===== src/datapath_consts.svh =====
`ifndef DATAPATH_CONSTS_SVH
`define DATAPATH_CONSTS_SVH

`define WORD_WIDTH     32
`define REG_COUNT      16
`define REG_SEL_WIDTH  4
`define MUL_CYCLES     32   // one shift-add step per multiplier bit

// axi4-lite register map, word aligned
`define AXI_ADDR_WIDTH 4
`define ADDR_INSTR     4'h0
`define ADDR_DATAIN    4'h4
`define ADDR_STATUS    4'h8
`define ADDR_RESULT    4'hC

`define RESP_OKAY      2'b00
`define RESP_SLVERR    2'b10

`endif


===== src/isaPkg.sv =====
`include "datapath_consts.svh"

package isaPkg;

   typedef enum logic [4:0] {
      OP_LOAD = 5'b00000,
      OP_READ = 5'b00001,
      OP_ADD  = 5'b00011,
      OP_SUB  = 5'b00100,
      OP_AND  = 5'b00101,
      OP_OR   = 5'b00110,
      OP_MUL  = 5'b01110,
      OP_NEG  = 5'b10000,
      OP_NOT  = 5'b10001,
      OP_MFHI = 5'b11000
   } opcode_e;

   typedef enum logic [2:0] {
      ALU_ADD,
      ALU_SUB,
      ALU_AND,
      ALU_OR,
      ALU_NOT,
      ALU_NEG,
      ALU_MUL
   } aluOp_e;

   typedef struct packed {
      opcode_e                                    opcode;  // bits 31:27
      logic [`REG_SEL_WIDTH-1:0]                  rd;
      logic [`REG_SEL_WIDTH-1:0]                  rs;
      logic [`REG_SEL_WIDTH-1:0]                  rt;
      logic [`WORD_WIDTH-5-3*`REG_SEL_WIDTH-1:0]  spare;
   } instr_t;

   typedef enum logic [2:0] {IDLE, T0, T1, T2, T3, T4} seqState_e;

endpackage


===== src/busPkg.sv =====
`include "datapath_consts.svh"

package busPkg;

   // which block drives the shared bus this cycle
   typedef enum logic [2:0] {
      SRC_NONE,
      SRC_RF,
      SRC_MDR,
      SRC_ZLO,
      SRC_ZHI,
      SRC_HI,
      SRC_DATAIN
   } busSource_e;

   typedef struct packed {
      busSource_e                busSource;
      logic [`REG_SEL_WIDTH-1:0] rfSelect;
      logic                      rfIn;
      logic                      yIn;
      logic                      zIn;    // loads all 64 bits of Z
      logic                      hiIn;
      logic                      mdrIn;
      logic                      irIn;
      isaPkg::aluOp_e            aluOp;
      logic                      aluStart;
   } controlWord_t;

endpackage


===== src/alu.sv =====
`timescale 1ns/1ps
`include "datapath_consts.svh"

module alu (
   input  logic                     Clock,
   input  logic                     reset,
   input  isaPkg::aluOp_e           op,
   input  logic [`WORD_WIDTH-1:0]   a,
   input  logic [`WORD_WIDTH-1:0]   b,
   input  logic                     start,
   output logic [2*`WORD_WIDTH-1:0] result,
   output logic                     finished
);

   localparam int CountWidth = $clog2(`MUL_CYCLES);
   localparam logic [CountWidth-1:0] LastStep = CountWidth'(`MUL_CYCLES - 1);

   logic [2*`WORD_WIDTH-1:0] acc;
   logic [2*`WORD_WIDTH-1:0] mcand;     // shifts left each step
   logic [`WORD_WIDTH-1:0]   mplier;    // shifts right, bit 0 picks the add
   logic [2*`WORD_WIDTH-1:0] accNext;
   logic [CountWidth-1:0]    count;
   logic                     running;

   assign accNext  = mplier[0] ? acc + mcand : acc;
   assign finished = running && count == LastStep;   // last step lands this cycle

   always_ff @(posedge Clock) begin
      if (reset) begin
         running <= 1'b0;
         count   <= '0;
      end else if (start) begin
         running <= 1'b1;
         count   <= '0;
      end else if (running) begin
         count <= count + CountWidth'(1);
         if (finished)
            running <= 1'b0;
      end
   end

   always_ff @(posedge Clock) begin
      if (start) begin
         acc    <= '0;
         mcand  <= {{`WORD_WIDTH{1'b0}}, a};
         mplier <= b;
      end else if (running) begin
         acc    <= accNext;
         mcand  <= mcand << 1;
         mplier <= mplier >> 1;
      end
   end

   always_comb begin
      case (op)
         isaPkg::ALU_ADD: result = {{`WORD_WIDTH{1'b0}}, a + b};
         isaPkg::ALU_SUB: result = {{`WORD_WIDTH{1'b0}}, a - b};
         isaPkg::ALU_AND: result = {{`WORD_WIDTH{1'b0}}, a & b};
         isaPkg::ALU_OR:  result = {{`WORD_WIDTH{1'b0}}, a | b};
         isaPkg::ALU_NOT: result = {{`WORD_WIDTH{1'b0}}, ~a};
         isaPkg::ALU_NEG: result = {{`WORD_WIDTH{1'b0}}, -a};
         isaPkg::ALU_MUL: result = accNext;   // full product on finished
         default:         result = '0;
      endcase
   end

endmodule


===== src/busDatapath.sv =====
`timescale 1ns/1ps
`include "datapath_consts.svh"

module busDatapath (
   input  logic                   Clock,
   input  logic                   reset,
   input  busPkg::controlWord_t   ctrl,
   input  logic [`WORD_WIDTH-1:0] dataIn,
   input  isaPkg::instr_t         instr,
   output logic [`WORD_WIDTH-1:0] mdrValue,
   output isaPkg::instr_t         irValue,
   output logic                   aluFinished
);

   logic [`WORD_WIDTH-1:0]   bus;
   logic [`WORD_WIDTH-1:0]   rfData;
   logic [`WORD_WIDTH-1:0]   yReg;
   logic [`WORD_WIDTH-1:0]   hiReg;
   logic [`WORD_WIDTH-1:0]   mdrReg;
   logic [2*`WORD_WIDTH-1:0] zReg;
   logic [2*`WORD_WIDTH-1:0] aluResult;
   isaPkg::instr_t           irReg;

   registerFile #(.DEPTH(`REG_COUNT), .SEL_WIDTH(`REG_SEL_WIDTH)) regFile (
      .Clock       (Clock),
      .reset       (reset),
      .select      (ctrl.rfSelect),
      .writeEnable (ctrl.rfIn),
      .writeData   (bus),
      .readData    (rfData)
   );

   alu aluUnit (
      .Clock    (Clock),
      .reset    (reset),
      .op       (ctrl.aluOp),
      .a        (yReg),
      .b        (bus),
      .start    (ctrl.aluStart),
      .result   (aluResult),
      .finished (aluFinished)
   );

   // single shared bus, one driver per cycle
   always_comb begin
      case (ctrl.busSource)
         busPkg::SRC_RF:     bus = rfData;
         busPkg::SRC_MDR:    bus = mdrReg;
         busPkg::SRC_ZLO:    bus = zReg[`WORD_WIDTH-1:0];
         busPkg::SRC_ZHI:    bus = zReg[2*`WORD_WIDTH-1:`WORD_WIDTH];
         busPkg::SRC_HI:     bus = hiReg;
         busPkg::SRC_DATAIN: bus = dataIn;
         default:            bus = '0;
      endcase
   end

   always_ff @(posedge Clock) begin
      if (reset) begin
         yReg   <= '0;
         zReg   <= '0;
         hiReg  <= '0;
         mdrReg <= '0;
         irReg  <= '0;
      end else begin
         if (ctrl.yIn)
            yReg <= bus;
         if (ctrl.zIn)
            zReg <= aluResult;
         if (ctrl.hiIn)
            hiReg <= bus;
         if (ctrl.mdrIn)
            mdrReg <= bus;
         if (ctrl.irIn)
            irReg <= instr;   // decode runs from IR from T1 on
      end
   end

   assign mdrValue = mdrReg;
   assign irValue  = irReg;

endmodule


===== src/controlSequencer.sv =====
`timescale 1ns/1ps

module controlSequencer (
   input  logic                 Clock,
   input  logic                 reset,
   input  logic                 go,
   input  isaPkg::instr_t       instr,
   input  logic                 aluFinished,
   output busPkg::controlWord_t ctrl,
   output logic                 busy,
   output logic                 done
);

   isaPkg::seqState_e state;
   isaPkg::seqState_e nextState;
   logic              mulRunning;   // start sent, waiting on finished
   logic              isMul;

   assign isMul = instr.opcode == isaPkg::OP_MUL;
   assign busy  = state != isaPkg::IDLE;

   function automatic isaPkg::aluOp_e aluOpFor(isaPkg::opcode_e opcode);
      case (opcode)
         isaPkg::OP_SUB: return isaPkg::ALU_SUB;
         isaPkg::OP_AND: return isaPkg::ALU_AND;
         isaPkg::OP_OR:  return isaPkg::ALU_OR;
         isaPkg::OP_NOT: return isaPkg::ALU_NOT;
         isaPkg::OP_NEG: return isaPkg::ALU_NEG;
         isaPkg::OP_MUL: return isaPkg::ALU_MUL;
         default:        return isaPkg::ALU_ADD;
      endcase
   endfunction

   always_ff @(posedge Clock) begin
      if (reset) begin
         state      <= isaPkg::IDLE;
         mulRunning <= 1'b0;
      end else begin
         state <= nextState;
         if (ctrl.aluStart)
            mulRunning <= 1'b1;
         else if (aluFinished)
            mulRunning <= 1'b0;
      end
   end

   always_comb begin
      ctrl      = '0;
      nextState = state;
      done      = 1'b0;
      case (state)
         isaPkg::IDLE: begin
            if (go)
               nextState = isaPkg::T0;
         end
         isaPkg::T0: begin
            ctrl.irIn = 1'b1;
            nextState = isaPkg::T1;
         end
         isaPkg::T1: begin
            case (instr.opcode)
               isaPkg::OP_LOAD: begin
                  ctrl.busSource = busPkg::SRC_DATAIN;
                  ctrl.mdrIn     = 1'b1;
                  nextState      = isaPkg::T2;
               end
               isaPkg::OP_READ: begin
                  ctrl.busSource = busPkg::SRC_RF;
                  ctrl.rfSelect  = instr.rs;
                  ctrl.mdrIn     = 1'b1;
                  done           = 1'b1;
                  nextState      = isaPkg::IDLE;
               end
               isaPkg::OP_MFHI: begin
                  ctrl.busSource = busPkg::SRC_HI;
                  ctrl.rfSelect  = instr.rd;
                  ctrl.rfIn      = 1'b1;
                  done           = 1'b1;
                  nextState      = isaPkg::IDLE;
               end
               default: begin   // alu ops, first operand into Y
                  ctrl.busSource = busPkg::SRC_RF;
                  ctrl.rfSelect  = instr.rs;
                  ctrl.yIn       = 1'b1;
                  nextState      = isaPkg::T2;
               end
            endcase
         end
         isaPkg::T2: begin
            if (instr.opcode == isaPkg::OP_LOAD) begin
               ctrl.busSource = busPkg::SRC_MDR;
               ctrl.rfSelect  = instr.rd;
               ctrl.rfIn      = 1'b1;
               done           = 1'b1;
               nextState      = isaPkg::IDLE;
            end else begin
               ctrl.busSource = busPkg::SRC_RF;
               ctrl.rfSelect  = instr.rt;
               ctrl.aluOp     = aluOpFor(instr.opcode);
               if (isMul) begin
                  ctrl.aluStart = !mulRunning;   // single-cycle start
                  ctrl.zIn      = aluFinished;
                  if (aluFinished)
                     nextState = isaPkg::T3;
               end else begin
                  ctrl.zIn  = 1'b1;
                  nextState = isaPkg::T3;
               end
            end
         end
         isaPkg::T3: begin
            ctrl.busSource = busPkg::SRC_ZLO;
            ctrl.rfSelect  = instr.rd;
            ctrl.rfIn      = 1'b1;
            if (isMul) begin
               nextState = isaPkg::T4;
            end else begin
               done      = 1'b1;
               nextState = isaPkg::IDLE;
            end
         end
         isaPkg::T4: begin
            ctrl.busSource = busPkg::SRC_ZHI;   // upper product word into HI
            ctrl.hiIn      = 1'b1;
            done           = 1'b1;
            nextState      = isaPkg::IDLE;
         end
         default: nextState = isaPkg::IDLE;
      endcase
   end

endmodule


===== src/cpuCore.sv =====
`timescale 1ns/1ps
`include "datapath_consts.svh"

module cpuCore (
   input  logic                       Clock,
   input  logic                       reset,
   input  logic [`AXI_ADDR_WIDTH-1:0] awAddr,
   input  logic                       awValid,
   output logic                       awReady,
   input  logic [`WORD_WIDTH-1:0]     wData,
   input  logic [`WORD_WIDTH/8-1:0]   wStrb,
   input  logic                       wValid,
   output logic                       wReady,
   output logic [1:0]                 bResp,
   output logic                       bValid,
   input  logic                       bReady,
   input  logic [`AXI_ADDR_WIDTH-1:0] arAddr,
   input  logic                       arValid,
   output logic                       arReady,
   output logic [`WORD_WIDTH-1:0]     rData,
   output logic [1:0]                 rResp,
   output logic                       rValid,
   input  logic                       rReady
);

   logic                   go;
   logic                   busy;
   logic                   done;
   logic                   aluFinished;
   logic [`WORD_WIDTH-1:0] dataIn;
   logic [`WORD_WIDTH-1:0] mdrValue;
   isaPkg::instr_t         instr;
   isaPkg::instr_t         irValue;
   busPkg::controlWord_t   ctrl;

   hostRegs host (
      .Clock    (Clock),
      .reset    (reset),
      .awAddr   (awAddr),
      .awValid  (awValid),
      .awReady  (awReady),
      .wData    (wData),
      .wStrb    (wStrb),
      .wValid   (wValid),
      .wReady   (wReady),
      .bResp    (bResp),
      .bValid   (bValid),
      .bReady   (bReady),
      .arAddr   (arAddr),
      .arValid  (arValid),
      .arReady  (arReady),
      .rData    (rData),
      .rResp    (rResp),
      .rValid   (rValid),
      .rReady   (rReady),
      .busy     (busy),
      .done     (done),
      .mdrValue (mdrValue),
      .go       (go),
      .instr    (instr),
      .dataIn   (dataIn)
   );

   controlSequencer sequencer (
      .Clock       (Clock),
      .reset       (reset),
      .go          (go),
      .instr       (irValue),   // decodes from the latched IR
      .aluFinished (aluFinished),
      .ctrl        (ctrl),
      .busy        (busy),
      .done        (done)
   );

   busDatapath datapath (
      .Clock       (Clock),
      .reset       (reset),
      .ctrl        (ctrl),
      .dataIn      (dataIn),
      .instr       (instr),
      .mdrValue    (mdrValue),
      .irValue     (irValue),
      .aluFinished (aluFinished)
   );

endmodule


===== src/hostRegs.sv =====
`timescale 1ns/1ps
`include "datapath_consts.svh"

module hostRegs (
   input  logic                       Clock,
   input  logic                       reset,
   input  logic [`AXI_ADDR_WIDTH-1:0] awAddr,
   input  logic                       awValid,
   output logic                       awReady,
   input  logic [`WORD_WIDTH-1:0]     wData,
   input  logic [`WORD_WIDTH/8-1:0]   wStrb,
   input  logic                       wValid,
   output logic                       wReady,
   output logic [1:0]                 bResp,
   output logic                       bValid,
   input  logic                       bReady,
   input  logic [`AXI_ADDR_WIDTH-1:0] arAddr,
   input  logic                       arValid,
   output logic                       arReady,
   output logic [`WORD_WIDTH-1:0]     rData,
   output logic [1:0]                 rResp,
   output logic                       rValid,
   input  logic                       rReady,
   input  logic                       busy,
   input  logic                       done,
   input  logic [`WORD_WIDTH-1:0]     mdrValue,
   output logic                       go,
   output isaPkg::instr_t             instr,
   output logic [`WORD_WIDTH-1:0]     dataIn
);

   logic                   writeFire;
   logic                   readFire;
   logic                   coreBusy;
   logic                   doneFlag;   // sticky until next accepted start
   logic [`WORD_WIDTH-1:0] readMux;

   // a pending response holds off the next request of that direction
   assign awReady   = !bValid;
   assign wReady    = !bValid;
   assign arReady   = !rValid;
   assign writeFire = awValid && wValid && !bValid;
   assign readFire  = arValid && !rValid;
   assign coreBusy  = busy || go;   // go is still in flight for one cycle

   always_ff @(posedge Clock) begin
      if (reset) begin
         bValid   <= 1'b0;
         bResp    <= `RESP_OKAY;
         go       <= 1'b0;
         doneFlag <= 1'b0;
         instr    <= '0;
         dataIn   <= '0;
      end else begin
         go <= 1'b0;
         if (done)
            doneFlag <= 1'b1;
         if (writeFire) begin
            bValid <= 1'b1;
            bResp  <= `RESP_OKAY;
            case (awAddr)
               `ADDR_INSTR: begin
                  if (coreBusy) begin
                     bResp <= `RESP_SLVERR;   // start refused, word dropped
                  end else begin
                     instr    <= isaPkg::instr_t'(wData);
                     go       <= 1'b1;
                     doneFlag <= 1'b0;
                  end
               end
               `ADDR_DATAIN: begin
                  for (int i = 0; i < `WORD_WIDTH/8; i++) begin
                     if (wStrb[i])
                        dataIn[8*i +: 8] <= wData[8*i +: 8];
                  end
               end
               default: ;   // status and result are read only
            endcase
         end else if (bValid && bReady) begin
            bValid <= 1'b0;
         end
      end
   end

   always_comb begin
      case (arAddr)
         `ADDR_DATAIN: readMux = dataIn;
         `ADDR_STATUS: readMux = {{(`WORD_WIDTH-2){1'b0}}, doneFlag, coreBusy};
         `ADDR_RESULT: readMux = mdrValue;
         default:      readMux = '0;   // instr reads back as zero
      endcase
   end

   always_ff @(posedge Clock) begin
      if (reset) begin
         rValid <= 1'b0;
         rResp  <= `RESP_OKAY;
         rData  <= '0;
      end else if (readFire) begin
         rValid <= 1'b1;
         rResp  <= `RESP_OKAY;
         rData  <= readMux;
      end else if (rValid && rReady) begin
         rValid <= 1'b0;
      end
   end

endmodule


===== src/registerFile.sv =====
`timescale 1ns/1ps
`include "datapath_consts.svh"

module registerFile #(
   parameter int DEPTH     = `REG_COUNT,
   parameter int SEL_WIDTH = `REG_SEL_WIDTH
) (
   input  logic                   Clock,
   input  logic                   reset,
   input  logic [SEL_WIDTH-1:0]   select,
   input  logic                   writeEnable,
   input  logic [`WORD_WIDTH-1:0] writeData,
   output logic [`WORD_WIDTH-1:0] readData
);

   logic [`WORD_WIDTH-1:0] regs [DEPTH];

   assign readData = regs[select];   // async read, same select as the write

   always_ff @(posedge Clock) begin
      if (reset) begin
         for (int i = 0; i < DEPTH; i++)
            regs[i] <= '0;
      end else if (writeEnable) begin
         regs[select] <= writeData;
      end
   end

endmodule


===== config.mk =====
export PLATFORM = sky130hd
export DESIGN_NAME = cpuCore
export DESIGN_NICKNAME = d
export VERILOG_FILES = /design/src/isaPkg.sv /design/src/busPkg.sv /design/src/alu.sv /design/src/busDatapath.sv /design/src/controlSequencer.sv /design/src/cpuCore.sv /design/src/hostRegs.sv /design/src/registerFile.sv
export VERILOG_INCLUDE_DIRS = /design/src
export SDC_FILE = /design/constraint.sdc
export NUM_CORES = 2
export LEC_CHECK = 0
export ABC_AREA = 1
export BUFFER_PORTS_ARGS = -buffer_cell sky130_fd_sc_hd__buf_2
export CORE_MARGIN = 3
export CORE_UTILIZATION = 58
export CTS_CLUSTER_SIZE = 25
export DETAILED_ROUTE_END_ITERATION = 8
export PLACE_DENSITY = 0.83
export SLEW_MARGIN = 20
export SYNTH_ARGS = -nofsm -noshare
export SYNTH_HDL_FRONTEND = slang
export SYNTH_SLANG_ARGS = --single-unit
export TNS_END_PERCENT = 50

===== constraint.sdc =====
create_clock -name Clock -period 16.1 [get_ports Clock]
set_clock_uncertainty 0.2 [all_clocks]
set_input_delay 3.22 -clock Clock [delete_from_list [all_inputs] [get_ports Clock]]
set_output_delay 3.22 -clock Clock [all_outputs]
set_load 0.02 [all_outputs]

==> impl_metrics.py <==
metrics = {
    "route": {
        "finalWirelength_um": 176000,
        "antenna_left": 0,
        "via_per_inst": 6.04,
        "drt-initial-drc-count": 6590,
        "vias": 46600,
        "wl_per_cell_um": 22.8,
        "drc": 0,
        "dr.pass1.iters": 7,
    },
    "sta": {
        "min_period_over_period_pct": 55.7,
        "maxSlewViolCount": 0,
        "setup_tns_ns": 0,
        "max_slew_margin_pct": 17.8,
        "holdWs_ns": 0.258,
        "min_period_ns": 8.96,
        "fmax_mhz": 112,
        "hold_viol_final": 0,
        "setup_viol": 0,
        "worst_slack_ns": 7.14,
        "worst_slew_pin_slew_ns": 1.23,
        "grt_setup_unrepaired": "false",
    },
    "critical_path": {
        "crit_type": "reg2reg",
        "slowest_stage": "o311ai_0",
        "path_max_fanout": 132,
        "ff2ff_setup_slack_ns": 7.14,
        "cpLargestDelayFamily": "simple AND/OR/NAND/NOR gates",
        "critPathBufInv": 4,
        "cpPeakStageDelay_ns": 0.84,
        "cp-start-kind": "flip-flop",
        "required_ns": 16.45,
        "timing.critical_path.mode_cell": "nand2_1",
        "arrival_ns": 9.31,
        "end_kind": "flip-flop",
    },
    "power": {
        "p_int_uw": 4260,
        "sequentialPowerShare_pct": 44.7,
        "pwr-share-comb_pct": 16.0,
        "pwr_density_cell_nw_per_um2": 109,
        "switchingPower_uw": 1740,
        "p_leak_uw": 0.0231,
        "ir_worst_vdd_mv": 0.0907,
        "switching_share_pct": 29.0,
        "clock_power_share_pct": 39.3,
    },
    "synth": {
        "async_flop_share_pct": 0,
        "synth.avg_cell_area_um2": 7.72,
        "syn_area_um2": 50800,
        "synth.distinct_cells": 73,
        "syn_inst": 6580,
        "synth_edf_count": 576,
        "synth_ff_type": "edfxtp_1",
        "ys_seq_area_share_pct": 48.6,
        "synth_warnings": 0,
        "synth_seq_cells": 945,
    },
    "global_route": {
        "grt_usage_pct": 37.8,
        "grt_antenna_before_repair": 4,
        "grt_remaining_overflow": 0,
        "grt_pass1_wl_um": 261000,
        "grt_max_degree": 133,
        "grt_pass1_vias": 43500,
    },
    "final_layout": {
        "fin_nets": 6640,
        "fill_cells": 7269,
        "final_cell_area_um2": 55000,
        "drive_above_1_share_pct": 6.46,
        "syn_to_final_growth_pct": 8.32,
        "stdcell_count": 7719,
    },
    "clock_tree": {
        "cts_tree": "built",
        "cts.htree.levels": 3,
        "numCtsBuffers": 100,
        "cts_buffer_depth": 3,
        "cts_setup_buffers": 0,
        "post_cts_resized": 0,
        "clk_latency_ns": 0.73,
        "clock-sinks": 945,
        "postCtsHoldBufs": 0,
        "cts_root_buf": "clkbuf_16",
        "clkSlewWorstSetupHoldPaths_ns": 0.06,
    },
    "floorplanning": {
        "die_y_um": 302,
        "initial_core_util_pct": 59.0,
        "coreArea_um2": 86100,
        "rows": 107,
        "dieArea_um2": 91200,
        "dieWidth_um": 302,
        "pin_count": 92,
    },
    "run_status": {
        "outcome": "complete, no violations",
    },
    "worst_hold_path": {
        "hold_class": "reg2reg",
    },
    "flow_run": {
        "drv_cap": 0,
    },
    "placed_design": {
        "dp_cells": 7532,
        "portBuffers": 88,
        "dp_slack_ns": 7.41,
        "postPlaceCellArea_um2": 51700,
        "place.gp.congestion": 1.04,
        "hpwl_um": 118000,
    },
}
==> routing by layer <==
layer,routed length [um],up-vias,GRT usage [%]
li1,-,21300,-
met1,66900,21600,50.6
met2,73300,3169,55.1
met3,24500,561,11.4
met4,11000,4,20.8
met5,24,-,0
==> cell type report <==
cell class,count,area (um2),area share [%]
sequential,945,24700,44.8
multi-input combinational,4486,21600,39.2
inverter,787,2960,5.38
clock buffer,127,2730,4.95
tap,1144,1430,2.60
timing repair buffer,170,1060,1.93
clock inverter,59,603,1.10
antenna,1,2.50,0.00455
==> worst register-to-register path, delay by kind of cell (launching register included) <==
kind                       cells  cell delay, ns
AOI/OAI and AO/OA              9            2.05
and+or+nand+nor               20            3.55
xor gates and xnor gates       1            0.18
buffers and inverters          4            2.03
adders and majority gates      1            0.39
DFF                            1            0.44
==> stage by stage <==
| step | total power [uW] | util, % |
|---|---|---|
| 6_report | 6000 | 63.9 |
| 5_1_grt | 6190 | 63.9 |
| 4_1_cts | 5960 | 63.9 |
| 3_5_place_dp | 3650 | 60.1 |
| 3_3_place_gp | 3650 | 60.1 |
| 2_1_floorplan | 3350 | - |
==> sequential cells by signal, summed over array words and instances, names as in the netlist <==
signal / count
datapath.aluUnit.mplier: 32
host.bValid: 1
datapath.irValue: 17
datapath.aluUnit.running: 1
host.rData: 32
datapath.aluUnit.acc: 64
datapath.aluUnit.count: 5
datapath.regFile.regs: 512
sequencer.mulRunning: 1
datapath.yReg: 32
host.bResp: 1
host.doneFlag: 1
sequencer.state: 3
host.instr: 17
datapath.mdrValue: 32
host.go: 1
datapath.aluUnit.mcand: 64
host.rValid: 1
datapath.zReg: 64
host.dataIn: 32
datapath.hiReg: 32
==> Yosys cell counts (25+ instances only) <==
master	instances	share of area (%)
ha_1	97	2.4
buf_2	59	0.58
edfxtp_1	576	34
buf_1	25	0.18
a22oi_1	34	0.50
o22ai_1	51	0.63
nand3_1	173	1.7
nor2_1	798	5.9
inv_1	751	5.5
a31oi_1	33	0.41
o21ai_0	505	5.0
nand3b_1	127	1.9
nor3_1	42	0.41
clkbuf_1	237	1.8
dfxtp_1	369	15
xor2_1	58	1.0
o21ai_1	53	0.52
a21oi_1	444	4.4
nand2_1	1787	13
==> placed cells by master (no fill, tap or decap), types with 33 or more instances in the layout <==
master     count
o21ai_0      502
a21oi_1      444
nand3_1      173
o22ai_1       51
nor3_1        41
a22oi_1       34
clkbuf_16    102
edfxtp_1     576
ha_1          97
nand3b_1     127
buf_2         87
buf_4         82
a31oi_1       33
nand2_1     1779
dfxtp_1      369
xor2_1        58
nor2_1       793
inv_1        746
o21ai_1       56
clkinv_1      36
==> path summary, 6_finish.rpt <==
path,startpoint,endpoint,cells past startpoint
worst max-delay path,sequencer.state[0],datapath.zReg[30],35
worst min-delay path,datapath.irValue[21],datapath.irValue[21],2
worst max register to register,sequencer.state[0],datapath.zReg[30],35
worst min register to register,datapath.irValue[21],datapath.irValue[21],2
==> cells by family (layout without fill, tap and decap cells) <==
group	Yosys count	count (layout)	synth area share [%]
muxes	1	1	0.0197
xor gates and xnor gates	77	77	1.33
AOI/OAI and AO/OA	1278	1278	13.9
adders and majority gates	99	99	2.47
other	1	4	0.00738
DFF	945	945	48.6
buffers and inverters	1151	1143	9.15
and+or+nand+nor	3028	3028	24.5
==> power by group through the flow <==
stage | sequential (uW) | clock (uW) | combinational (uW)
finish | 2690 | 2360 | 960
global route | 2690 | 2450 | 1040
CTS | 2680 | 2350 | 926
detailed placement | 2740 | 0 | 920
global placement | 2730 | 0 | 922
floorplan | 2720 | 0 | 625
(Power assumes the default switching activity.)
